### src/rtl/cpu_pkg.sv
package cpu_pkg;

    localparam int INSTR_WIDTH    = 9;  // One instruction word
    localparam int DATA_WIDTH     = 8;  // Register and memory word
    localparam int REG_ADDR_WIDTH = 2;  // Four registers
    localparam int OPCODE_WIDTH   = 3;
    localparam int IMM_WIDTH      = 6;

    // Instruction field positions
    localparam int OPCODE_MSB = 8;
    localparam int OPCODE_LSB = 6;
    localparam int RA_MSB     = 5;
    localparam int RA_LSB     = 4;
    localparam int RB_MSB     = 3;
    localparam int RB_LSB     = 2;
    localparam int LS_BIT     = 1;  // MEM only, 1 selects store
    localparam int IMM_MSB    = 5;
    localparam int IMM_LSB    = 0;

    typedef enum logic [OPCODE_WIDTH-1:0] {
        op_add  = 3'd0,  // r1 = ra + rb
        op_sub  = 3'd1,  // r1 = ra - rb
        op_and  = 3'd2,  // r1 = ra & rb
        op_xor  = 3'd3,  // r1 = ra ^ rb
        op_halt = 3'd4,  // End of run
        op_li   = 3'd5,  // r1 = zext(imm)
        op_beqz = 3'd6,  // pc += sext(imm) if r1 == 0
        op_mem  = 3'd7   // Load or store through dmem[ra]
    } opcode_e;

    typedef enum logic [2:0] {
        alu_add    = 3'd0,
        alu_sub    = 3'd1,
        alu_and    = 3'd2,
        alu_xor    = 3'd3,
        alu_pass_b = 3'd4  // LI and BEQZ route operand b
    } alu_op_e;

    typedef enum logic [1:0] {
        st_idle = 2'd0,  // Out of reset, never started
        st_run  = 2'd1,  // Executing one instruction per cycle
        st_done = 2'd2   // HALT or budget reached
    } run_state_e;

endpackage
### src/rtl/program_counter.sv
`timescale 1ns/1ns

module program_counter #(
    parameter int IMEM_DEPTH = 64  // Power of two, PC wraps naturally
) (
    input  logic                          clk,
    input  logic                          reset,
    input  logic                          restart,
    input  logic                          run,
    input  logic                          branch_taken_zero,  // r1 == 0 from execute
    input  logic                          branch_en,
    input  logic [cpu_pkg::IMM_WIDTH-1:0] imm,
    output logic [$clog2(IMEM_DEPTH)-1:0] pc
);

    localparam int PC_WIDTH = $clog2(IMEM_DEPTH);

    logic [PC_WIDTH-1:0] offset;   // Sign-extended branch offset
    logic [PC_WIDTH-1:0] pc_next;

    assign offset = PC_WIDTH'($signed(imm));

    always_comb begin
        if (branch_en && branch_taken_zero) begin
            pc_next = pc + offset;  // Relative to the BEQZ itself
        end else begin
            pc_next = pc + 1'b1;
        end
    end

    always_ff @(posedge clk) begin
        if (reset || restart) begin
            pc <= '0;           // Every run starts at address 0
        end else if (run) begin
            pc <= pc_next;
        end
    end

endmodule

### config.mk
export PLATFORM = sky130hd
export DESIGN_NAME = program_counter
export DESIGN_NICKNAME = d
export VERILOG_FILES = /design/src/rtl/cpu_pkg.sv /design/src/rtl/program_counter.sv
export SDC_FILE = /design/constraint.sdc
export NUM_CORES = 1
export LEC_CHECK = 0
export BUFFER_PORTS_ARGS = -buffer_cell sky130_fd_sc_hd__buf_2
export CORE_AREA = 2 2 39 41
export CTS_BUF_LIST = sky130_fd_sc_hd__clkbuf_8
export DETAILED_ROUTE_END_ITERATION = 10
export DIE_AREA = 0 0 41 43
export PLACE_DENSITY_LB_ADDON = 0.2
export SYNTH_ARGS = -nofsm -noshare
export SYNTH_HDL_FRONTEND = slang
export SYNTH_SLANG_ARGS = --single-unit
### constraint.sdc
create_clock -name clk -period 2.6 [get_ports clk]
set_clock_uncertainty 0.15 [all_clocks]
set_input_delay 0.52 -clock clk [delete_from_list [all_inputs] [get_ports clk]]
set_output_delay 0.52 -clock clk [all_outputs]
set_load 0.1 [all_outputs]
==> reports/metrics.cfg <==
[cts]
clockBufferDepth=2
cts_resized=0
path_clk_slew_ns=0.04
htree_levels=1
cts_setup_buffers=0
cts_hold_buffers=0
clock-sinks=6
cts_tree=built
cts_made_buffers=3
cts-root-buf=clkbuf_8
clkLatencyLatePin_ns=0.22

[synth]
synth_top_family_by_area=simple AND/OR/NAND/NOR gates
synthArstFlopShare=0
synth.distinct_cells=23
synth_area_leaders=dfxtp_1, ha_1, mux2i_1
synthAdderAreaFrac=0.1710
yosysTopAreaCell=dfxtp_1
yosysWarnings=0
syn_inst=53
syn_nets=71
ys_ff_latch=6
synth_edf_count=0
synthSimpleGateAreaFrac=0.2487
synth_top_area_share=0.2487
syn_area_per_cell_um2=9.113
synth_compound_area_frac=0.1891
synth-xor-area-share=0.03627
muxShareOfSynthArea=0.08290
ys_seq_area_frac=0.2487
synth_flop_cell=dfxtp_1
syn-cell-area_um2=483.0

[finish]
n_fill_cell=143
antenna_cells=0
drive_above_1_share=0.4085
reg_top3=pc: 6 flops
largest_register_ffs=6
area_delta_synth_final_pct=27.98
finalNetCount=91
fin_cells=87
top_register=pc

[power]
vdd_drop_max_mv=0.3343
p_per_area_mw_per_mm2=484.2
leakage_uw=0.0003246

[critical_path]
crit_family=adder cells
critical_path_class=in2reg
worst_setup_path_end_kind=flop
crit_chain=buf_2, nand3b_1, ha_1, fa_1, a21o_1, a21oi_1, xnor2_1, mux2i_1, nor2_1
critPathLaunchType=input port
cp_num_buf_inv=1
critPathMaxFanout=3
cp.required_ns=2.56
max_stage_delay_ns=0.41
arrival_ns=2.05
slowest_stage=fa_1

[placement]
dp.cells=84
dpl.hpwl_um=785.9
portBuffers=17
gp_congestion=0.7177

[run]
cap_violations=0

[min_path]
hold_path.class=reg2reg

[grt]
grt_antenna_before_repair=0
first_global_vias=376
overflow=0
grt_pass1_wl_um=1545
grt_max_degree=12
grt_usage=0.1307

[die]
die-area_mm2=0.001763
core_region_area_mm2=0.001384
fp-row-count=14
initial_core_util=0.3490
fp.dieW_um=41
io_pins=18
die_y_um=43

[routing]
drt_iter0_drc=4
remaining_drc_errors=0
ant_nets=0
wl_per_cell_um=11.64
dr.pass1.iters=4
vias_per_cell=5.046
routed_wl_um=1013
vias=439

[sta]
grt_setup_unrepaired=false
setup_viol_count_final=0
setup_tns_ns=0
holdWs_ns=0.3224
period_minus_slack_ns=2.093
final-hold-violation-count=0
timing.fmax_mhz=477.7
relSlewSlack=0.6781
max_slew.worst_pin.slew_ns=0.4862
finalCritPeriodShare=0.8051
slew_violations=0

[run_status]
status=finished, final reports clean

## worst min-delay path: stages (launching register included)
cell	delay (ns)
dfxtp_1	0.31
nand2_1	0.06
o31ai_1	0.05
## synthesized netlist by cell type, types with 2 or more instances
cell,n
a211oi_1,3
a21o_1,2
and3_2,4
dfxtp_1,6
ha_1,5
mux2i_1,4
nand2_1,2
nor2_1,9
o21ai_1,2
or4b_1,2
xnor2_1,2
## kinds of logic after synthesis
kind of cell | after synthesis
simple gates | 21
compound gates | 12
fa+ha+maj | 6
flops | 6
mux | 4
xor+xnor | 2
buf+inv | 2
## where the power goes
| part | switching (uW) | internal [uW] |
|---|---|---|
| Sequential | 2.18 | 95.5 |
| Combinational | 41.1 | 22.4 |
| Clock | 38.8 | 99.3 |
## path summary, 6_finish.rpt
kind / start / end / slack (ns) / cells past startpoint
setup / recovery: imm[0] / pc[4] / 0.51 / 9
hold / removal: pc[5] / pc[5] / 0.32 / 2
setup reg to reg: pc[0] / pc[4] / 0.73 / 7
hold reg to reg: pc[5] / pc[5] / 0.32 / 2
## placed cells by master, fill, tap and decap left out, drive strengths merged
master,synthesis,routed
nand3,2,2
dfxtp,6,6
a211oi,3,3
o31ai,1,1
nor2,9,9
or4b,2,2
nand2,2,2
buf,1,17
a41o,1,1
o21ai,3,3
xnor2,2,2
ha,5,5
a21oi,1,1
and3,4,4
nand3b,1,1
mux2i,4,4
fa,1,1
or2,1,1
a21boi,1,1
a21o,2,2
clkbuf,1,3
## per-layer routing
metal  share of wire  global-route usage  vias to the layer above
met3           0.074             0.07853                        0
met1            0.47              0.1677                      190
met5               0                   0                        -
met4               0             0.02000                        0
li1                -                   -                      234
met2            0.45              0.1875                       15
## area by class of cell
type	instances	area [um2]	area share
multi-input cells	45	351.6	0.5688
flip-flops and latches	6	120.1	0.1943
repair buffers	17	85.08	0.1377
clock buffers	3	41.29	0.06680
well taps	16	20.02	0.03239
## through the flow
stage	worst slack, ns	area (um2)	power (uW)	utilization
floorplan	0.2009	483.0	146.7	-
global placement	0.2687	576.8	162.0	0.4168
detailed placement	0.2749	576.8	162.8	0.4168
CTS	0.5003	618.1	304.8	0.4467
global route	0.3703	618.1	317.0	0.4467
finish	0.5067	618.1	299.3	0.4467
Note: power is estimated with default switching activity, not from simulation.
