**src/rtl/cpu_pkg.sv**
```systemverilog
package cpu_pkg;

    localparam int INSTR_WIDTH    = 9;  // One instruction word
    localparam int DATA_WIDTH     = 8;  // Register and memory word
    localparam int REG_ADDR_WIDTH = 2;  // Four registers
    localparam int OPCODE_WIDTH   = 3;
    localparam int IMM_WIDTH      = 6;

    // Instruction field positions
    localparam int OPCODE_MSB = 8;
    localparam int OPCODE_LSB = 6;
    localparam int RA_MSB     = 5;
    localparam int RA_LSB     = 4;
    localparam int RB_MSB     = 3;
    localparam int RB_LSB     = 2;
    localparam int LS_BIT     = 1;  // MEM only, 1 selects store
    localparam int IMM_MSB    = 5;
    localparam int IMM_LSB    = 0;

    typedef enum logic [OPCODE_WIDTH-1:0] {
        op_add  = 3'd0,  // r1 = ra + rb
        op_sub  = 3'd1,  // r1 = ra - rb
        op_and  = 3'd2,  // r1 = ra & rb
        op_xor  = 3'd3,  // r1 = ra ^ rb
        op_halt = 3'd4,  // End of run
        op_li   = 3'd5,  // r1 = zext(imm)
        op_beqz = 3'd6,  // pc += sext(imm) if r1 == 0
        op_mem  = 3'd7   // Load or store through dmem[ra]
    } opcode_e;

    typedef enum logic [2:0] {
        alu_add    = 3'd0,
        alu_sub    = 3'd1,
        alu_and    = 3'd2,
        alu_xor    = 3'd3,
        alu_pass_b = 3'd4  // LI and BEQZ route operand b
    } alu_op_e;

    typedef enum logic [1:0] {
        st_idle = 2'd0,  // Out of reset, never started
        st_run  = 2'd1,  // Executing one instruction per cycle
        st_done = 2'd2   // HALT or budget reached
    } run_state_e;

endpackage
```
**src/rtl/execute_unit.sv**
```systemverilog
`timescale 1ns/1ns

module execute_unit (
    input  logic [cpu_pkg::DATA_WIDTH-1:0] data_a,
    input  logic [cpu_pkg::DATA_WIDTH-1:0] data_b,
    input  logic [cpu_pkg::DATA_WIDTH-1:0] data_r1,
    input  logic [cpu_pkg::IMM_WIDTH-1:0]  imm,
    input  cpu_pkg::alu_op_e               alu_op,
    input  logic                           use_imm,
    input  logic                           branch_en,
    input  logic                           mem_read,
    input  logic [cpu_pkg::DATA_WIDTH-1:0] mem_rdata,
    output logic                           zero,
    output logic [cpu_pkg::DATA_WIDTH-1:0] write_value
);

    localparam int PAD_WIDTH = cpu_pkg::DATA_WIDTH - cpu_pkg::IMM_WIDTH;

    logic [cpu_pkg::DATA_WIDTH-1:0] imm_ext;     // LI immediate, zero-extended
    logic [cpu_pkg::DATA_WIDTH-1:0] operand_b;
    logic [cpu_pkg::DATA_WIDTH-1:0] alu_result;

    assign imm_ext = {{PAD_WIDTH{1'b0}}, imm};

    // Operand b carries r1 for BEQZ, the immediate for LI, rb otherwise
    always_comb begin
        if (branch_en) begin
            operand_b = data_r1;
        end else if (use_imm) begin
            operand_b = imm_ext;
        end else begin
            operand_b = data_b;
        end
    end

    always_comb begin
        case (alu_op)
            cpu_pkg::alu_add:    alu_result = data_a + operand_b;
            cpu_pkg::alu_sub:    alu_result = data_a - operand_b;  // Wraps mod 256
            cpu_pkg::alu_and:    alu_result = data_a & operand_b;
            cpu_pkg::alu_xor:    alu_result = data_a ^ operand_b;
            cpu_pkg::alu_pass_b: alu_result = operand_b;
            default:             alu_result = '0;
        endcase
    end

    assign zero = (alu_result == '0);  // Branch condition for the PC

    // Loads write memory data back, everything else the ALU result
    assign write_value = mem_read ? mem_rdata : alu_result;

endmodule

```
**config.mk**
```make
export PLATFORM = sky130hd
export DESIGN_NAME = execute_unit
export DESIGN_NICKNAME = d
export VERILOG_FILES = /design/src/rtl/cpu_pkg.sv /design/src/rtl/execute_unit.sv
export SDC_FILE = /design/constraint.sdc
export NUM_CORES = 1
export LEC_CHECK = 0
export ABC_AREA = 1
export BUFFER_PORTS_ARGS = -buffer_cell sky130_fd_sc_hd__buf_2
export CAP_MARGIN = 40
export CORE_ASPECT_RATIO = 0.9
export CORE_MARGIN = 1.5
export CORE_UTILIZATION = 51
export DETAILED_ROUTE_END_ITERATION = 8
export PLACE_DENSITY = 0.88
export SETUP_SLACK_MARGIN = 0.15
export SYNTH_ARGS = -nofsm -noshare
export SYNTH_HDL_FRONTEND = slang
export SYNTH_SLANG_ARGS = --single-unit
```
**constraint.sdc**
```tcl
create_clock -name vclk -period 3.7
set_input_delay 0.37 -clock vclk [all_inputs]
set_output_delay 0.37 -clock vclk [all_outputs]
set_load 0.1 [all_outputs]
```
==> flow_summary.json <==
{
  "nFlopsAndLatches": 0,
  "cp.arrival_ns": 3.02,
  "drtPass1Iterations": 4,
  "n_antenna_cell": 0,
  "fmax_mhz": 294.6,
  "antenna_found_initial": 0,
  "slew_headroom_pct": 67.21,
  "synth.area.top_cells": "nand2_1 (18%), ha_1 (17%), inv_1 (11%), nand3_1 (9.7%), a21oi_1 (4.2%)",
  "crit_type": "input pin to output pin",
  "worstPathMaxFanout": 8,
  "cap_viol_max_count": 0,
  "io_buffers": 53,
  "hold_viol": 0,
  "cts_hold_buf": 0,
  "worstPathRequired_ns": 3.33,
  "grt_pass1_vias": 1357,
  "crit_buf_inv": 4,
  "seqCellArea_um2": 0,
  "gp_congestion": 0.8837,
  "leakagePower_nw": 0.9213,
  "vias_per_cell": 5.370,
  "core_mm2": 0.002182,
  "dieArea_mm2": 0.002627,
  "path_delay_family": "simple AND/OR/NAND/NOR gates",
  "fin_area_mm2": 0.001632,
  "final-max-slew-violation-count": 0,
  "wl_um": 3485,
  "drc": 0,
  "rsz0062_at_grt": "no",
  "initial_utilization_pct": 54.42,
  "layout-drive-gt1-share_pct": 31.48,
  "crit_slowest_cell": "ha_2",
  "finalCritPeriodShare_pct": 91.76,
  "fin_nets": 333,
  "area_growth_pct": 37.41,
  "fillers": 190,
  "grt_pass1_wl_um": 5499,
  "dpl_cell_area_mm2": 0.001549,
  "start_kind": "input pin",
  "place_worst_setup_slack_ns": 0.1575,
  "drt_iter0_drc": 65,
  "yosys_warnings": 0,
  "finalSetupViolCount": 0,
  "ys_seq_area_share_pct": 0,
  "track_usage_pct": 26.24,
  "synth_top_area_cell": "nand2_1",
  "setup_ws_ns": 0.3050,
  "die_w_um": 53.86,
  "cpPeakStageDelay_ns": 0.33,
  "max-vdd-ir-drop_uv": 250.1,
  "cp-end-kind": "output pin",
  "die_height_um": 48.78,
  "worstMarginPinSlew_ns": 0.4953,
  "status": "complete, no violations",
  "netlist.area_leader.share_pct": 18.34,
  "grt_max_degree": 16,
  "p_per_area_mw_per_mm2": 239.5,
  "synth_area_per_cell_um2": 5.472,
  "wl_per_cell_um": 11.73,
  "postSynthCellCount": 217,
  "finalCriticalPeriod_ns": 3.395,
  "synth_area_mm2": 0.001187,
  "p_total_uw": 390.8,
  "num_rows": 16,
  "pin_count": 53,
  "hp-class": "input pin to output pin",
  "vias": 1595,
  "grt_overflow": 0,
  "hpwl_um": 2942,
  "ys_types": 33,
  "antenna_left": 0,
  "crit_chain": "clkbuf_4, inv_2, nand2_1, nand3_1, nand2_2, ha_2, inv_1, nand2_1, xnor2_1, ha_2, or2_2, nand3_1, nand2_1, nor2_4, nand3_1, nor2_1, nand4_1, nor2_4, buf_12",
  "clock_buffers": 0,
  "synth_nets": 278
}
-- cell families (layout without fill, tap and decap cells) --
logic type / Yosys count / after routing / synth area share, %
and+or+nand+nor: 118 / 118 / 46.58
buffers and inverters: 41 / 94 / 13.70
AOI/OAI and AO/OA: 35 / 35 / 16.76
adders and majority gates: 17 / 17 / 18.55
xor gates and xnor gates: 6 / 6 / 4.426
-- synthesized netlist by cell type, types with 2 or more instances --
master    count
or2_0         3
o21ai_0       9
ha_1         16
o21ai_1       6
or2_1         3
o211ai_1      2
xor2_1        4
nor2_1       13
nand4_1       4
nand2_2       6
o22ai_1       3
inv_2         2
xnor2_1       2
inv_1        36
a21oi_1      10
nand3_1      23
nand3b_1      2
nand2_1      58
-- power breakdown --
part / leakage [nW] / internal [mW] / total [mW] / switching, mW
clock network: 0 / 0 / 0 / 0
registers: 0 / 0 / 0 / 0
logic: 0.921 / 0.137 / 0.391 / 0.253
total: 0.921 / 0.137 / 0.391 / 0.253
-- through the flow --
stage	cells	hold slack (ns)	TNS, ns	util [%]
finish	297	1.141	0	74.77
CTS	294	1.144	0	70.99
global placement	294	1.141	0	70.99
global route	297	1.148	0	74.77
detailed placement	294	1.140	0	70.99
floorplan	217	1.032	-0.2437	-
-- cell type report --
| class | count | area [µm²] | area share, % |
|---|---|---|---|
| timing repair buffer | 56 | 355.3 | 21.78 |
| multi-input combinational | 176 | 1097 | 67.25 |
| tap | 27 | 33.78 | 2.071 |
| inverter | 38 | 145.1 | 8.896 |
-- path summary, 6_finish.rpt --
kind	startpoint	to	cells past startpoint
setup / recovery	use_imm	zero	19
hold / removal	mem_rdata[4]	write_value[4]	4
-- repair_timing --
| action | 4_1_cts | 5_1_grt |
|---|---|---|
| endpoints found under the setup margin | 0 | 6 |
| setup buffers | 0 | 3 |
| resized for setup | 0 | 18 |
-- cells in the final DEF (no fill, tap or decap), drive strengths merged, types with 2 or more instances in the layout --
master and instances:
nor2 13, xnor2 2, o21ai 16, o211ai 2
buf 54, or2 8, nand2 65, a21oi 10
clkbuf 2, xor2 4, nand4 4, o22ai 3
inv 38, ha 16, nand3b 2, nand3 24
-- layer usage --
layer  track usage [%]  wire length, µm  vias to the layer above
met2             41.87             1622                       71
met1             38.27             1543                      694
met4             6.410               82                        0
met3            0.6135              236                        8
met5                 0                0                        -
li1                  -                -                      822
No activity file was read; power rests on OpenSTA's default activity.
