**config.mk**
```make
export PLATFORM = sky130hd
export DESIGN_NAME = instruction_memory
export DESIGN_NICKNAME = d
export VERILOG_FILES = /design/src/rtl/cpu_pkg.sv /design/src/rtl/instruction_memory.sv
export SDC_FILE = /design/constraint.sdc
export NUM_CORES = 1
export LEC_CHECK = 0
export CORE_MARGIN = 3
export CORE_UTILIZATION = 60
export CTS_BUF_LIST = sky130_fd_sc_hd__clkbuf_4 sky130_fd_sc_hd__clkbuf_8
export DETAILED_ROUTE_END_ITERATION = 16
export DONT_BUFFER_PORTS = 1
export PLACE_DENSITY = 0.82
export SLEW_MARGIN = 25
export SYNTH_ARGS = -nofsm -noshare
export SYNTH_HDL_FRONTEND = slang
export SYNTH_SLANG_ARGS = --single-unit
```
**constraint.sdc**
```tcl
create_clock -name clk -period 3.8 [get_ports clk]
set_input_delay 0.76 -clock clk [delete_from_list [all_inputs] [get_ports clk]]
set_output_delay 0.76 -clock clk [all_outputs]
set_load 0.005 [all_outputs]
```
**src/rtl/cpu_pkg.sv**
```systemverilog
package cpu_pkg;

    localparam int INSTR_WIDTH    = 9;  // One instruction word
    localparam int DATA_WIDTH     = 8;  // Register and memory word
    localparam int REG_ADDR_WIDTH = 2;  // Four registers
    localparam int OPCODE_WIDTH   = 3;
    localparam int IMM_WIDTH      = 6;

    // Instruction field positions
    localparam int OPCODE_MSB = 8;
    localparam int OPCODE_LSB = 6;
    localparam int RA_MSB     = 5;
    localparam int RA_LSB     = 4;
    localparam int RB_MSB     = 3;
    localparam int RB_LSB     = 2;
    localparam int LS_BIT     = 1;  // MEM only, 1 selects store
    localparam int IMM_MSB    = 5;
    localparam int IMM_LSB    = 0;

    typedef enum logic [OPCODE_WIDTH-1:0] {
        op_add  = 3'd0,  // r1 = ra + rb
        op_sub  = 3'd1,  // r1 = ra - rb
        op_and  = 3'd2,  // r1 = ra & rb
        op_xor  = 3'd3,  // r1 = ra ^ rb
        op_halt = 3'd4,  // End of run
        op_li   = 3'd5,  // r1 = zext(imm)
        op_beqz = 3'd6,  // pc += sext(imm) if r1 == 0
        op_mem  = 3'd7   // Load or store through dmem[ra]
    } opcode_e;

    typedef enum logic [2:0] {
        alu_add    = 3'd0,
        alu_sub    = 3'd1,
        alu_and    = 3'd2,
        alu_xor    = 3'd3,
        alu_pass_b = 3'd4  // LI and BEQZ route operand b
    } alu_op_e;

    typedef enum logic [1:0] {
        st_idle = 2'd0,  // Out of reset, never started
        st_run  = 2'd1,  // Executing one instruction per cycle
        st_done = 2'd2   // HALT or budget reached
    } run_state_e;

endpackage
```
**src/rtl/instruction_memory.sv**
```systemverilog
`timescale 1ns/1ns

module instruction_memory #(
    parameter int IMEM_DEPTH = 64
) (
    input  logic                            clk,
    input  logic                            prog_we,    // Already gated by !run
    input  logic [$clog2(IMEM_DEPTH)-1:0]   prog_addr,
    input  logic [cpu_pkg::INSTR_WIDTH-1:0] prog_data,
    input  logic [$clog2(IMEM_DEPTH)-1:0]   pc,
    output logic [cpu_pkg::INSTR_WIDTH-1:0] instr
);

    logic [cpu_pkg::INSTR_WIDTH-1:0] mem [IMEM_DEPTH];  // Program store

    // Host load, one word per cycle
    always_ff @(posedge clk) begin
        if (prog_we) begin
            mem[prog_addr] <= prog_data;
        end
    end

    // Fetch in the same cycle as decode and execute
    assign instr = mem[pc];

endmodule

```
==> metrics.txt, run 1 <==
Max-slew headroom 31.1%; DP HPWL 26.8 mm; post-synth top area share 77.2%; Leakage 7.62 nW; TritonCTS buffer count 85; register area share after synthesis 77.2%; antenna viol nets, final 0; Die W 199 um; Core Area 36700 um2; Total Power 12.2 mW; CTS root buffer clkbuf_8; most frequent cells in the layout edfxtp_1, mux4_2, clkbuf_8, nor2_1, buf_4; fillers 2145; Starting Density 61.1%; Async SR Flop Fraction 0%; setup TNS 0 ps; CP cell instances mux4_2 -> nor2b_1 -> a2111oi_0 -> a2111oi_0 -> a221o_1; Post-CTS Setup Bufs 0; gpl congestion 0.819; Synth Warn # 0; Regs by FF count mem: 576 flops; Hold-fix buffers, CTS 0; drt via density 6.69; crit-path max FO 1; Synth cell types 36; Max-Cap Viols 0; Post-Route WL 46.9 mm; total grt overflow 0; status finished clean; iteration count of the initial detailed-routing pass 5; via count 10.7k; P_sw 2.42 mW; Synth Flop Type edfxtp_1; Crit path max-delay family compound AO/OA/AOI/OAI gates; Worst path max stage delay 520 ps; final setup fails 0; Hold Violations, Final 0; largest net degree at the start of global routing 139; Clock power frac 39.0%; DRC 0; FP Rows 70; syn_nets 1034; EDFF count, synth 576; WP buf/inv 0; NumNets Final 1094; Synth Cell Area 22400 um2; # H-tree levels 3; part of the power in combinational logic 3.1%; first-pass GRT wire length 70.0 mm; die footprint 39700 um2; Layout Area Growth over Synthesis 9.26%; CP Capture Type primary output; internal power 9.75 mW; Synth Register Bits 576; Mean Syn Cell Area 22.2 um2; unrepaired setup endpoints after global routing no; Reg clk slew, reported paths 60 ps; crit path kind reg2out; cts repair resizes 0; cell repeated most along the worst path a2111oi_0; initial DRC count 1518; vias in the first global route 10.8k; top cells by area, synth edfxtp_1, mux4_2, nor2_1; num ports 32; Achievable Freq 284 MHz; Seq pwr share 57.9%; Power per Cell Area 497 nW/um2; commonest non-fill, non-tap cell in the layout edfxtp_1; startpoint class of the critical path flip-flop; CTS tree yes; final worst-path cycle share 92.6%; worst slew pin tran 1030 ps; worst hold path type in2reg; Die Ht 199 um; number of antenna violations at the first check in global routing 0; share of cells above drive strength 1 27.2%; clk buf depth 3; Final Max Slew Viols 0; Biggest register mem; Syn Inst Count 1011; Worst EP arrival 2760 ps; switching share of power 19.9%; routed len/inst 29.4 um; port bufs 0; Tot GR Track Use 24.4%; cell taking the most area after synthesis edfxtp_1; Crit-path slowest cell a2111oi_0; Clock Sinks 576; min Tclk post-route 3520 ps; VDD IR max 0.000208 V; required time of the critical path 3040 ps; Largest register FFs 576
per-stage QoR:
stage,cells,hold slack [ps],instance area [um2],utilization (%),setup WS (ps)
finish,1596,248,24500,66.7,281
CTS,1595,224,24500,66.7,260
floorplan,1011,859,22400,-,633
global placement,1452,864,22900,62.3,585
detailed placement,1452,864,22900,62.3,479
global route,1595,224,24500,66.7,279
power groups by stage:
stage	logic (mW)	registers [mW]	clock network, mW
2_1_floorplan	0.374	7.18	0
3_3_place_gp	0.368	7.17	0
3_5_place_dp	0.376	7.18	0
4_1_cts	0.378	7.05	4.80
5_1_grt	0.398	7.04	5.09
6_report	0.381	7.04	4.74
routing by layer:
| layer | vias to the layer above | GRT usage [%] | part of all wire [%] |
|---|---|---|---|
| met4 | 0 | 7.73 | 2.3 |
| met2 | 684 | 37.7 | 49 |
| met1 | 5505 | 35.4 | 37 |
| met3 | 91 | 6.31 | 12 |
| li1 | 4395 | - | - |
| met5 | - | 0 | 0 |
Yosys cell counts (8+ instances only):
library cell and count:
edfxtp_1 576, nand3_1 12, buf_2 14, nor2_1 70, clkbuf_1 23, mux4_1 8, o22ai_1 8, nor2b_1 14
a22oi_1 17, nand2_1 24, mux2i_1 22, mux4_2 143, buf_4 9
final timing paths:
kind   endpoint  cells past startpoint  slack (ps)    startpoint
min   mem[1][3]                      0         250  prog_data[3]
max    instr[2]                      5         280     mem[2][2]
final cells by class:
class	instances	area [um2]	share of cell area [%]
antenna	1	2.50	0.0102
clock inverter	46	323	1.32
multi-input combinational	380	4800	19.6
inverter	1	3.75	0.0153
sequential	576	17300	70.6
clock buffer	97	1270	5.20
tap	468	586	2.39
timing repair buffer	27	203	0.828
cell families after synthesis:
kind of cell	Yosys count	share of synthesized area, %
AO/OA/AOI/OAI	62	2.03
buffers and inverters	55	1.46
flip-flops	576	77.2
multiplexers	177	16.5
AND/OR/NAND/NOR	141	2.85
(Power assumes the default switching activity.)
==> inputs of run 2 (changes only) <==
--- a/config.mk
+++ b/config.mk
@@ -5,6 +5,7 @@
 export SDC_FILE = /design/constraint.sdc
 export NUM_CORES = 1
 export LEC_CHECK = 0
+export ABC_AREA = 1
 export CORE_MARGIN = 3
 export CORE_UTILIZATION = 60
 export CTS_BUF_LIST = sky130_fd_sc_hd__clkbuf_4 sky130_fd_sc_hd__clkbuf_8
==> run 2 against run 1 <==
Compared with the run above:
- final cell count rose by 63%
- sequential share of layout area decreased by 3.1 points
- via count is 49% higher
- critical path depth grew 5
- fmax increased by 5.1%
- worst setup slack better by 170 ps
- clock power down 4.6%
- hold slack got worse by 15 ps
- power decreased by 0.33%
- highest routed layer is now met5
==> metrics.txt, run 2 <==
Biggest register mem; FP Rows 72 (+2.9%); final worst slack 451 ps (+169 ps); via count 15.9k (+49%); commonest non-fill, non-tap cell in the layout nand2_1; EDFF count, synth 576 (unchanged); final worst-path cycle share 88.1% (-4.5 points); Core Area 38700 um2 (+5.6%); worst slew pin tran 860 ps (-170 ps); Worst path max stage delay 410 ps (-110 ps); vias in the first global route 15.7k (+45%); most frequent cells in the layout nand2_1, edfxtp_1, nand3_1, clkbuf_8, buf_4; Async SR Flop Fraction 0% (unchanged); number of antenna violations at the first check in global routing 1 (+1); Final Max Slew Viols 0 (unchanged); Synth Register Bits 576 (unchanged); Worst EP arrival 2590 ps (-170 ps); Leakage 9.23 nW (+21%); min Tclk post-route 3350 ps (-169 ps); Largest register FFs 576 (unchanged); Synth Cell Area 23600 um2 (+5.4%); Synth Warn # 0 (unchanged); CTS root buffer clkbuf_8; first-pass GRT wire length 87.7 mm (+25%); Synth Flop Type edfxtp_1; Die W 204 um (+2.6%); clk buf depth 3 (unchanged); TritonCTS buffer count 86 (+1.2%); Max-slew headroom 42.4% (+11 points); Max-Cap Viols 0 (unchanged); share of cells above drive strength 1 9.29% (-18 points); most instantiated library cell after synthesis nand2_1; DP HPWL 31.3 mm (+17%); cell taking the most area after synthesis edfxtp_1; Antenna Cells 0 (-1); largest net degree at the start of global routing 290 (+110%); syn_nets 2030 (+96%); CP Capture Type primary output; Layout Area Growth over Synthesis 8.47%; pre-CTS setup slack 588 ps (+109 ps); Achievable Freq 299 MHz (+5.1%); port bufs 0 (unchanged); Crit-path slowest cell inv_8; Syn Inst Count 2007 (+99%); routed len/inst 21.9 um (-25%); Post-Route WL 57.2 mm (+22%); worst hold path type in2reg; initial DRC count 2338 (+54%); num ports 32 (unchanged); Hold Violations, Final 0 (unchanged); die footprint 41800 um2 (+5.2%); antenna viol nets, final 0 (unchanged); status finished clean; final setup fails 0 (unchanged); crit-path max FO 289 (+288); CP cell instances inv_8 -> buf_12 -> nand2_1 -> nand3_1 -> nand3_1 -> nand2_1 -> nand2_1 -> nand3_1 -> nand3_1 -> nand2_1; Regs by FF count mem: 576 flops; register area share after synthesis 73.2% (-3.9 points); startpoint class of the critical path input pin; Hold-fix buffers, CTS 0 (unchanged); hold depth 0 (unchanged); Power per Cell Area 473 nW/um2 (-4.7%); Tot GR Track Use 27.6% (+3.1 points); Mean Syn Cell Area 11.8 um2 (-47%); Starting Density 61.0% (-0.11 points); # H-tree levels 3 (unchanged); DRC 0 (unchanged); hold_sp prog_data[1]; crit path kind in2out; required time of the critical path 3040 ps (about the same); CTS tree yes; Post-CTS Setup Bufs 0 (unchanged); Clock Sinks 576 (unchanged); VDD IR max 0.000307 V (+48%); setup TNS 0 ps (unchanged); iteration count of the initial detailed-routing pass 6 (+1); unrepaired setup endpoints after global routing no; Die Ht 204 um (+2.6%); total grt overflow 0 (unchanged); drt via density 6.12 (-8.6%); post-synth top area share 73.2% (-3.9 points); Reg clk slew, reported paths 60 ps (about the same); gpl congestion 0.887 (+8.3%); NumNets Final 2061 (+88%); most frequent cells after synthesis nand2_1, edfxtp_1, nand3_1; cts repair resizes 0 (unchanged); hold worst-path end mem[5][1]; Synth cell types 16 (-56%); top cells by area, synth edfxtp_1, nand2_1, nand3_1
-- run 2: cell types whose count changed after synthesis, moves of 17 or more --
cell     change
nand2_1    +705
buf_2       +39
a22oi_1     -17
buf_6       +20
nand3_1    +481
mux2i_1     -22
mux4_2     -143
-- run 2: final cells by class --
class | instances | area, um2
multi-input combinational | 1295 | 5550
inverter | 12 | 55.1
timing repair buffer | 67 | 578
sequential | 576 | 17300
tap | 518 | 648
clock inverter | 29 | 126
fill | 2702 | 13100
clock buffer | 110 | 1370
-- run 2: worst max path at each step --
stage | end | from | slack, ps
2_1_floorplan | mem[48][0] | prog_we | 1180
3_3_place_gp | instr[7] | pc[0] | 650
3_5_place_dp | instr[7] | pc[0] | 590
4_1_cts | instr[7] | pc[0] | 610
5_1_grt | instr[7] | pc[0] | 530
6_report | instr[7] | pc[0] | 450
-- run 2: worst max-delay path, delay by kind of cell --
kind / cells / cell delay [ps]
buf+inv: 2 / 740
simple gates: 8 / 930
-- run 2: through the flow --
| step | power (mW) | hold slack [ps] | std cells | cell area (um2) | util [%] |
|---|---|---|---|---|---|
| final | 12.1 | 233 | 2607 | 25600 | 66.1 |
| after global routing | 12.5 | 193 | 2607 | 25600 | 66.1 |
| after CTS | 12.2 | 195 | 2607 | 25600 | 66.1 |
| after detailed placement | 7.73 | 862 | 2468 | 24100 | 62.3 |
| after global placement | 7.71 | 863 | 2468 | 24100 | 62.3 |
| after floorplan | 7.66 | 859 | 2007 | 23600 | - |
-- run 2: power by group --
group          switching, mW  internal [mW]
Combinational          0.385          0.176
Clock                   2.19           2.33
Sequential            0.0103           7.03
Total                   2.59           9.54
-- run 2: cells by family after synthesis --
group / share of synthesized area (%)
AND/OR/NAND/NOR: 23.4
buffers and inverters: 3.40
flip-flops: 73.2
-- run 2: routing by layer --
| layer | share of wire, % | track usage [%] | wire length, um |
|---|---|---|---|
| met1 | 36 | 37.2 | 20700 |
| met2 | 47 | 42.6 | 27100 |
| met3 | 13 | 8.06 | 7300 |
| met4 | 3.7 | 11.5 | 2110 |
| met5 | 0.023 | 0 | 13 |
