### config.mk
export PLATFORM = sky130hd
export DESIGN_NAME = run_control
export DESIGN_NICKNAME = d
export VERILOG_FILES = /design/src/rtl/cpu_pkg.sv /design/src/rtl/run_control.sv
export SDC_FILE = /design/constraint.sdc
export NUM_CORES = 1
export LEC_CHECK = 0
export ABC_AREA = 1
export CAP_MARGIN = 20
export CORE_UTILIZATION = 46
export DETAILED_ROUTE_END_ITERATION = 6
export DONT_BUFFER_PORTS = 1
export PLACE_DENSITY_LB_ADDON = 0.25
export SYNTH_ARGS = -nofsm -noshare
export SYNTH_HDL_FRONTEND = slang
export SYNTH_SLANG_ARGS = --single-unit
### constraint.sdc
create_clock -name clk -period 1.6 [get_ports clk]
set_input_delay 0.16 -clock clk [delete_from_list [all_inputs] [get_ports clk]]
set_output_delay 0.16 -clock clk [all_outputs]
set_load 0.02 [all_outputs]
### src/rtl/cpu_pkg.sv
package cpu_pkg;

    localparam int INSTR_WIDTH    = 9;  // One instruction word
    localparam int DATA_WIDTH     = 8;  // Register and memory word
    localparam int REG_ADDR_WIDTH = 2;  // Four registers
    localparam int OPCODE_WIDTH   = 3;
    localparam int IMM_WIDTH      = 6;

    // Instruction field positions
    localparam int OPCODE_MSB = 8;
    localparam int OPCODE_LSB = 6;
    localparam int RA_MSB     = 5;
    localparam int RA_LSB     = 4;
    localparam int RB_MSB     = 3;
    localparam int RB_LSB     = 2;
    localparam int LS_BIT     = 1;  // MEM only, 1 selects store
    localparam int IMM_MSB    = 5;
    localparam int IMM_LSB    = 0;

    typedef enum logic [OPCODE_WIDTH-1:0] {
        op_add  = 3'd0,  // r1 = ra + rb
        op_sub  = 3'd1,  // r1 = ra - rb
        op_and  = 3'd2,  // r1 = ra & rb
        op_xor  = 3'd3,  // r1 = ra ^ rb
        op_halt = 3'd4,  // End of run
        op_li   = 3'd5,  // r1 = zext(imm)
        op_beqz = 3'd6,  // pc += sext(imm) if r1 == 0
        op_mem  = 3'd7   // Load or store through dmem[ra]
    } opcode_e;

    typedef enum logic [2:0] {
        alu_add    = 3'd0,
        alu_sub    = 3'd1,
        alu_and    = 3'd2,
        alu_xor    = 3'd3,
        alu_pass_b = 3'd4  // LI and BEQZ route operand b
    } alu_op_e;

    typedef enum logic [1:0] {
        st_idle = 2'd0,  // Out of reset, never started
        st_run  = 2'd1,  // Executing one instruction per cycle
        st_done = 2'd2   // HALT or budget reached
    } run_state_e;

endpackage
### src/rtl/run_control.sv
`timescale 1ns/1ns

module run_control #(
    parameter int MAX_CYCLES = 4096
) (
    input  logic clk,
    input  logic reset,
    input  logic start,
    input  logic halt,
    output logic run,
    output logic restart,
    output logic ack,
    output logic timed_out
);

    localparam int CNT_WIDTH = $clog2(MAX_CYCLES + 1);

    cpu_pkg::run_state_e  state;
    logic [CNT_WIDTH-1:0] cycle_cnt;   // Executed cycles in this run
    logic                 budget_hit;  // Run ended on budget, not on HALT
    logic                 last_cycle;

    assign run        = (state == cpu_pkg::st_run);
    assign restart    = start && (state != cpu_pkg::st_run);  // Start ignored mid-run
    assign last_cycle = (cycle_cnt == CNT_WIDTH'(MAX_CYCLES - 1));

    always_ff @(posedge clk) begin
        if (reset) begin
            state      <= cpu_pkg::st_idle;
            cycle_cnt  <= '0;
            budget_hit <= 1'b0;
        end else begin
            case (state)
                cpu_pkg::st_idle, cpu_pkg::st_done: begin
                    if (start) begin
                        state      <= cpu_pkg::st_run;
                        cycle_cnt  <= '0;    // Fresh budget per run
                        budget_hit <= 1'b0;
                    end
                end
                cpu_pkg::st_run: begin
                    cycle_cnt <= cycle_cnt + 1'b1;
                    if (halt) begin
                        state <= cpu_pkg::st_done;  // HALT wins over the budget
                    end else if (last_cycle) begin
                        state      <= cpu_pkg::st_done;
                        budget_hit <= 1'b1;
                    end
                end
                default: state <= cpu_pkg::st_idle;
            endcase
        end
    end

    // ack trails st_done by one edge and drops on the start edge
    always_ff @(posedge clk) begin
        if (reset) begin
            ack       <= 1'b0;
            timed_out <= 1'b0;
        end else begin
            ack       <= (state == cpu_pkg::st_done) && !restart;
            timed_out <= (state == cpu_pkg::st_done) && !restart && budget_hit;
        end
    end

endmodule

==> results of run 1 <==
per-stage QoR:
step / area (sq um) / hold WS, ns
2_1_floorplan: 877 / 0.350
3_3_place_gp: 898 / 0.233
3_5_place_dp: 898 / 0.232
4_1_cts: 945 / 0.0287
5_1_grt: 945 / 0.0388
6_report: 945 / 0.0389
tightest hold or removal path: stages:
cell	delay [ns]
nor2_1	0.02
nand4_1	0.08
nand2_1	0.05
cell type report:
class,instances,area [sq um],share of cell area
flip-flops and latches,18,360,0.381
well taps,25,31.3,0.0331
clock buffers,4,36.3,0.0384
inverters,17,63.8,0.0675
multi-input cells,88,443,0.469
repair buffers,1,10.0,0.0106
power by group through the flow:
| stage | clock (mW) | combinational, mW | sequential (mW) |
|---|---|---|---|
| global route | 0.312 | 0.0752 | 0.465 |
| floorplan | 0 | 0.0544 | 0.473 |
| finish | 0.289 | 0.0673 | 0.464 |
| detailed placement | 0 | 0.0637 | 0.474 |
| CTS | 0.291 | 0.0673 | 0.464 |
| global placement | 0 | 0.0629 | 0.473 |
routing by layer:
| layer | vias up | GRT usage | part of all wire |
|---|---|---|---|
| met5 | - | 0 | 0 |
| li1 | 411 | - | - |
| met3 | 5 | 0.0476 | 0.068 |
| met4 | 0 | 0.139 | 0.017 |
| met1 | 371 | 0.242 | 0.47 |
| met2 | 25 | 0.294 | 0.45 |
timing repair:
| action | 4_1_cts | 5_1_grt |
|---|---|---|
| endpoints found under the hold margin | 2 | 0 |
| hold buffers | 1 | 0 |
| endpoints found under the setup margin | 0 | 0 |
Yosys cell counts:
cell type / count / area, sq um
nor2_4: 2 / 22.5
nand3_1: 8 / 40.0
o21ai_1: 3 / 15.0
nand2_2: 1 / 6.26
a21oi_1: 8 / 40.0
o21ai_2: 1 / 8.76
inv_2: 3 / 11.3
buf_2: 2 / 10.0
a2bb2oi_1: 1 / 8.76
dfxtp_1: 18 / 360
nand2_1: 31 / 116
ha_1: 1 / 12.5
inv_1: 14 / 52.6
o211ai_1: 1 / 7.51
o21ai_0: 5 / 25.0
a21oi_2: 1 / 8.76
nor3_1: 3 / 15.0
nor2_2: 1 / 6.26
nand4_1: 4 / 25.0
a211oi_1: 1 / 7.51
nand3b_1: 1 / 7.51
nand3_4: 1 / 17.5
nor2_1: 14 / 52.6
registers in the layout (all words and copies together), names as in the netlist:
| signal | cells |
|---|---|
| ack | 1 |
| budget_hit | 1 |
| cycle_cnt | 13 |
| state | 2 |
| timed_out | 1 |
cells by family (layout without fill, tap and decap cells):
logic type / after synthesis / in the layout / synth area share
compound gates: 21 / 21 / 0.138
fa+ha+maj: 1 / 1 / 0.0143
buf+inv: 19 / 22 / 0.0842
flops: 18 / 18 / 0.411
simple gates: 66 / 66 / 0.352
worst max-delay path by stage:
stage	startpoint	endpoint	slack (ns)	cells after the start
2_1_floorplan	cycle_cnt[0]	cycle_cnt[8]	0.41	6
3_3_place_gp	cycle_cnt[0]	cycle_cnt[8]	0.34	6
3_5_place_dp	cycle_cnt[0]	cycle_cnt[8]	0.28	6
4_1_cts	state[1]	restart	0.1	4
5_1_grt	state[1]	restart	0.01	4
6_report	state[1]	restart	0.11	4
==> reports/qor.txt, run 1 <==
Final Wtd Congestion: 0.854
Setup slack at placement: 0.280 ns
First-pass GRT wire length: 2.88 mm
Final setup TNS: 0 ns
Clock network power share: 0.352
FILL cells: 185
Crit start category: flop
Data required, critical path: 1.44 ns
# Post-CTS Setup Buffers: 0
Worst Path Class, Setup: flop to output port
Slack of the worst reg-to-reg path: 0.23 ns
Switch Pwr: 0.207 mW
Floorplan core area: 1760 sq um
Sw Ratio: 0.252
Worst skew pair latency: 0.30 ns
RSZ-0062 raised after global routing: false
MaxCap Viol Count: 0
Most frequent cells in the layout: nand2_1 (31), dfxtp_1 (18), inv_1 (14), nor2_1 (14)
Sum of net half-perimeters after detailed placement: 1.30 mm
Number of antenna violations at the first check in global routing: 0
Final cell count without fillers: 153
Final worst-path cycle share: 0.929
Sink count of the clock tree: 18
Via count: 812
Number of inserted diodes: 0
Largest net degree at the start of global routing: 12
Post-synthesis sequential element count: 18
Total Routed Length: 1.79 mm
Total power: 0.820 mW
Number of buffers created by CTS: 3
Max-slew violations: 0
CP cell instances: inv_1 -> nand2_2 -> inv_2 -> nor2_1
Reg power frac: 0.566
Number of global-route vias before repair: 711
Largest voltage drop on the vdd net: 326 uV
Leakage power total: 0.354 nW
Horizontal die dimension: 45.7 microns
Count of nets left with antenna violations after detail routing: 0
Remaining global-route overflow: 0
Hold Crit Class: input pin to flop
Critical path's largest stage delay: 0.34 ns
Synthesized netlist net count: 130
Crit path max-delay family: simple AND/OR/NAND/NOR gates
Pwr per Cell Area: 868 nW/um^2
I/O pin cnt: 8
Die area: 2090 sq um
Critical path arrival: 1.33 ns
Int Pwr: 0.613 mW
Post-Synthesis Mean Instance Area: 7.02 sq um
CP endpoint kind: output port
Min-Delay Path Depth: 3
Number of violations reported at the end of detailed-routing iteration 0: 25
Number of H-tree levels: 1
Overall fraction of global-route tracks in use: 0.196
Number of detailed-route iterations in the first pass: 5
Unique cell type count in the Yosys netlist: 23
Outcome: finished clean
Worst Reg2Reg Path Length in Cells: 6
Setup Viol. Count Final: 0
Post-synthesis to final-layout area growth: 7.70%
Min-Delay Startpoint: reset
Fin Clk Skew: 0.00408 ns
Cell area after synthesis: 877 sq um
Slowest stage cell, crit path: nor2_1
Worst Path Buf+Inv: 2
Destination of the worst register-to-register timing path: cycle_cnt[8]
Via density per instance: 5.31
Cell count after synthesis: 125
Upper clock frequency limit: 673 MHz
Most frequent standard cell in the layout excluding fill and tap cells: nand2_1
Worst hold path endpoint: cycle_cnt[8]
Clock-pin slew of the registers on the worst-case setup and hold paths: 0.11 ns
Proportion of layout cells with a drive suffix above 1: 0.109
Initial Util: 0.497
CTS Root Cell: clkbuf_4
Combinational group share of total power: 0.082
CTS tree: built
Maximum net fanout on the critical path: 10
Routed len/inst: 11.7 microns
Quantity of I/O buffers inserted on ports: 0
Height of the die: 45.7 microns
Final worst setup slack: 0.114 ns
Resize count post-CTS: 0
Final Hold Vio Count: 0
FP Rows: 15
Post-route DRC violation count: 0
Yosys warns: 0
Final net count: 134
Cell count after placement: 148
Reg2Reg Launch Point: cycle_cnt[0]
Headroom to the max-slew limit: 0.746
Maximum buffer depth of the clock tree: 2
Post-synthesis sequential area ratio: 0.411
Least-Margin Pin Slew: 0.379 ns
Finished Core Util: 0.535
Fin crit period: 1.49 ns
(Power assumes the default switching activity.)
==> run 2, diff against run 1 <==
CORE_UTILIZATION = 43   (was 46)
CTS_BUF_LIST = sky130_fd_sc_hd__clkbuf_4 sky130_fd_sc_hd__clkbuf_8 sky130_fd_sc_hd__clkbuf_16   (was default)
==> run 2 against run 1 <==
  * Via count rose by 0.49%
  * Sequential power barely moved
  * Critical path type unchanged
  * Clock power barely moved
  * Critical path depth did not move
  * Wire length fell by 4.1%
  * Cell count did not move
  * Largest cell class unchanged
==> reports/qor.txt, run 2 (synthesis results as in run 1) <==
Final net count: 134 (unchanged)
Upper clock frequency limit: 663 MHz (-1.5%)
Headroom to the max-slew limit: 0.740 (-0.00593)
Largest register FFs: 13 (unchanged)
Sum of net half-perimeters after detailed placement: 1.31 mm (+0.92%)
Remaining global-route overflow: 0 (unchanged)
Crit start category: flop
Number of inserted diodes: 0 (unchanged)
Number of global-route vias before repair: 714 (+0.42%)
Final Wtd Congestion: 0.875 (+2.5%)
Quantity of I/O buffers inserted on ports: 0 (unchanged)
Number of detailed-route iterations in the first pass: 4 (-1)
I/O pin cnt: 8 (unchanged)
Total Routed Length: 1.71 mm (-4.1%)
Maximum buffer depth of the clock tree: 2 (unchanged)
Final worst setup slack: 0.0916 ns (-0.0224 ns)
Final setup TNS: 0 ns (unchanged)
Pwr per Cell Area: 864 nW/um^2 (-0.48%)
Via density per instance: 5.33 (+0.49%)
Setup slack at placement: 0.285 ns (+0.00547 ns)
RSZ-0062 raised after global routing: false
Outcome: finished clean
FP Rows: 15 (unchanged)
Fin crit period: 1.51 ns (+0.0224 ns)
Setup Viol. Count Final: 0 (unchanged)
Cell count after placement: 148 (unchanged)
Routed len/inst: 11.2 microns (-4.1%)
Final worst-path cycle share: 0.943 (+0.0140)
Height of the die: 47.2 microns (+3.3%)
Max-slew violations: 0 (unchanged)
Sink count of the clock tree: 18 (unchanged)
Number of H-tree levels: 1 (unchanged)
Floorplan core area: 1820 sq um (+3.2%)
Proportion of layout cells with a drive suffix above 1: 0.109 (unchanged)
Clock-pin slew of the registers on the worst-case setup and hold paths: 0.11 ns (about the same)
Leakage power total: 0.354 nW (unchanged)
Biggest registers after layout: cycle_cnt (13), state (2)
Number of antenna violations at the first check in global routing: 0 (unchanged)
Die area: 2220 sq um (+6.7%)
Total power: 0.816 mW (-0.48%)
CTS Root Cell: clkbuf_4
Hold Crit Class: input pin to flop
Post-synthesis to final-layout area growth: 7.70% (unchanged)
Largest net degree at the start of global routing: 12 (unchanged)
Number of violations reported at the end of detailed-routing iteration 0: 9 (-64%)
Reg with most FFs: cycle_cnt
Number of buffers created by CTS: 3 (unchanged)
Final Hold Vio Count: 0 (unchanged)
Most frequent cells in the layout: nand2_1 (31), dfxtp_1 (18), inv_1 (14), nor2_1 (14)
CP endpoint kind: output port
Data required, critical path: 1.44 ns (about the same)
Critical path arrival: 1.35 ns (+0.02 ns)
Worst skew pair latency: 0.30 ns (about the same)
Initial Util: 0.482 (-0.0154)
CTS tree: built
MaxCap Viol Count: 0 (unchanged)
First-pass GRT wire length: 2.99 mm (+3.6%)
Maximum net fanout on the critical path: 10 (unchanged)
Via count: 816 (+0.49%)
Fin Clk Skew: 0.00654 ns (+0.00246 ns)
Overall fraction of global-route tracks in use: 0.196 (about the same)
# Post-CTS Setup Buffers: 0 (unchanged)
Largest voltage drop on the vdd net: 426 uV (+31%)
Final cell count without fillers: 153 (unchanged)
Horizontal die dimension: 47.2 microns (+3.3%)
Least-Margin Pin Slew: 0.388 ns (+0.00886 ns)
Count of nets left with antenna violations after detail routing: 0 (unchanged)
Most frequent standard cell in the layout excluding fill and tap cells: nand2_1
Post-route DRC violation count: 0 (unchanged)
Hold slack final: 0.0300 ns (-0.00893 ns)
Worst Path Class, Setup: flop to output port
## run 2: timing repair
action / CTS / global route
endpoints found under the hold margin: 2 / 0
hold buffers: 1 / 0
resized for setup: 0 / 0
## run 2: stage by stage
stage | utilization | instance area [sq um]
6_report | 0.519 | 945
5_1_grt | 0.519 | 945
4_1_cts | 0.519 | 945
3_5_place_dp | 0.493 | 898
3_3_place_gp | 0.493 | 898
2_1_floorplan | - | 877
## run 2: power by group
group	internal [mW]	total (mW)	leakage [nW]	switching, mW
Clock	0.139	0.286	0.0210	0.147
Combinational	0.0172	0.0669	0.187	0.0497
Sequential	0.457	0.464	0.146	0.00660
## run 2: critical path: stages (launching register included)
cell and delay (ns):
dfxtp_1 0.33, inv_1 0.06, nand2_2 0.14, inv_2 0.17
nor2_1 0.35
## run 2: final cells by class
| class | instances | area (sq um) |
|---|---|---|
| timing repair buffer | 1 | 10.0 |
| multi-input combinational | 88 | 443 |
| tap | 25 | 31.3 |
| sequential | 18 | 360 |
| fill | 203 | 876 |
| inverter | 17 | 63.8 |
| clock buffer | 4 | 36.3 |
## run 2: path summary, 6_finish.rpt
check / cells after the start / slack, ns / endpoint / from
max: 4 / 0.09 / restart / state[1]
min reg2reg: 2 / 0.45 / timed_out / budget_hit
max reg2reg: 6 / 0.25 / cycle_cnt[8] / cycle_cnt[0]
min: 3 / 0.03 / state[1] / reset
## run 2: layer usage
layer	up-vias	track usage	wire, microns
li1	415	-	-
met1	387	0.253	828
met2	12	0.311	793
met3	2	0.0808	79
met4	0	0.0343	11
met5	-	0	0
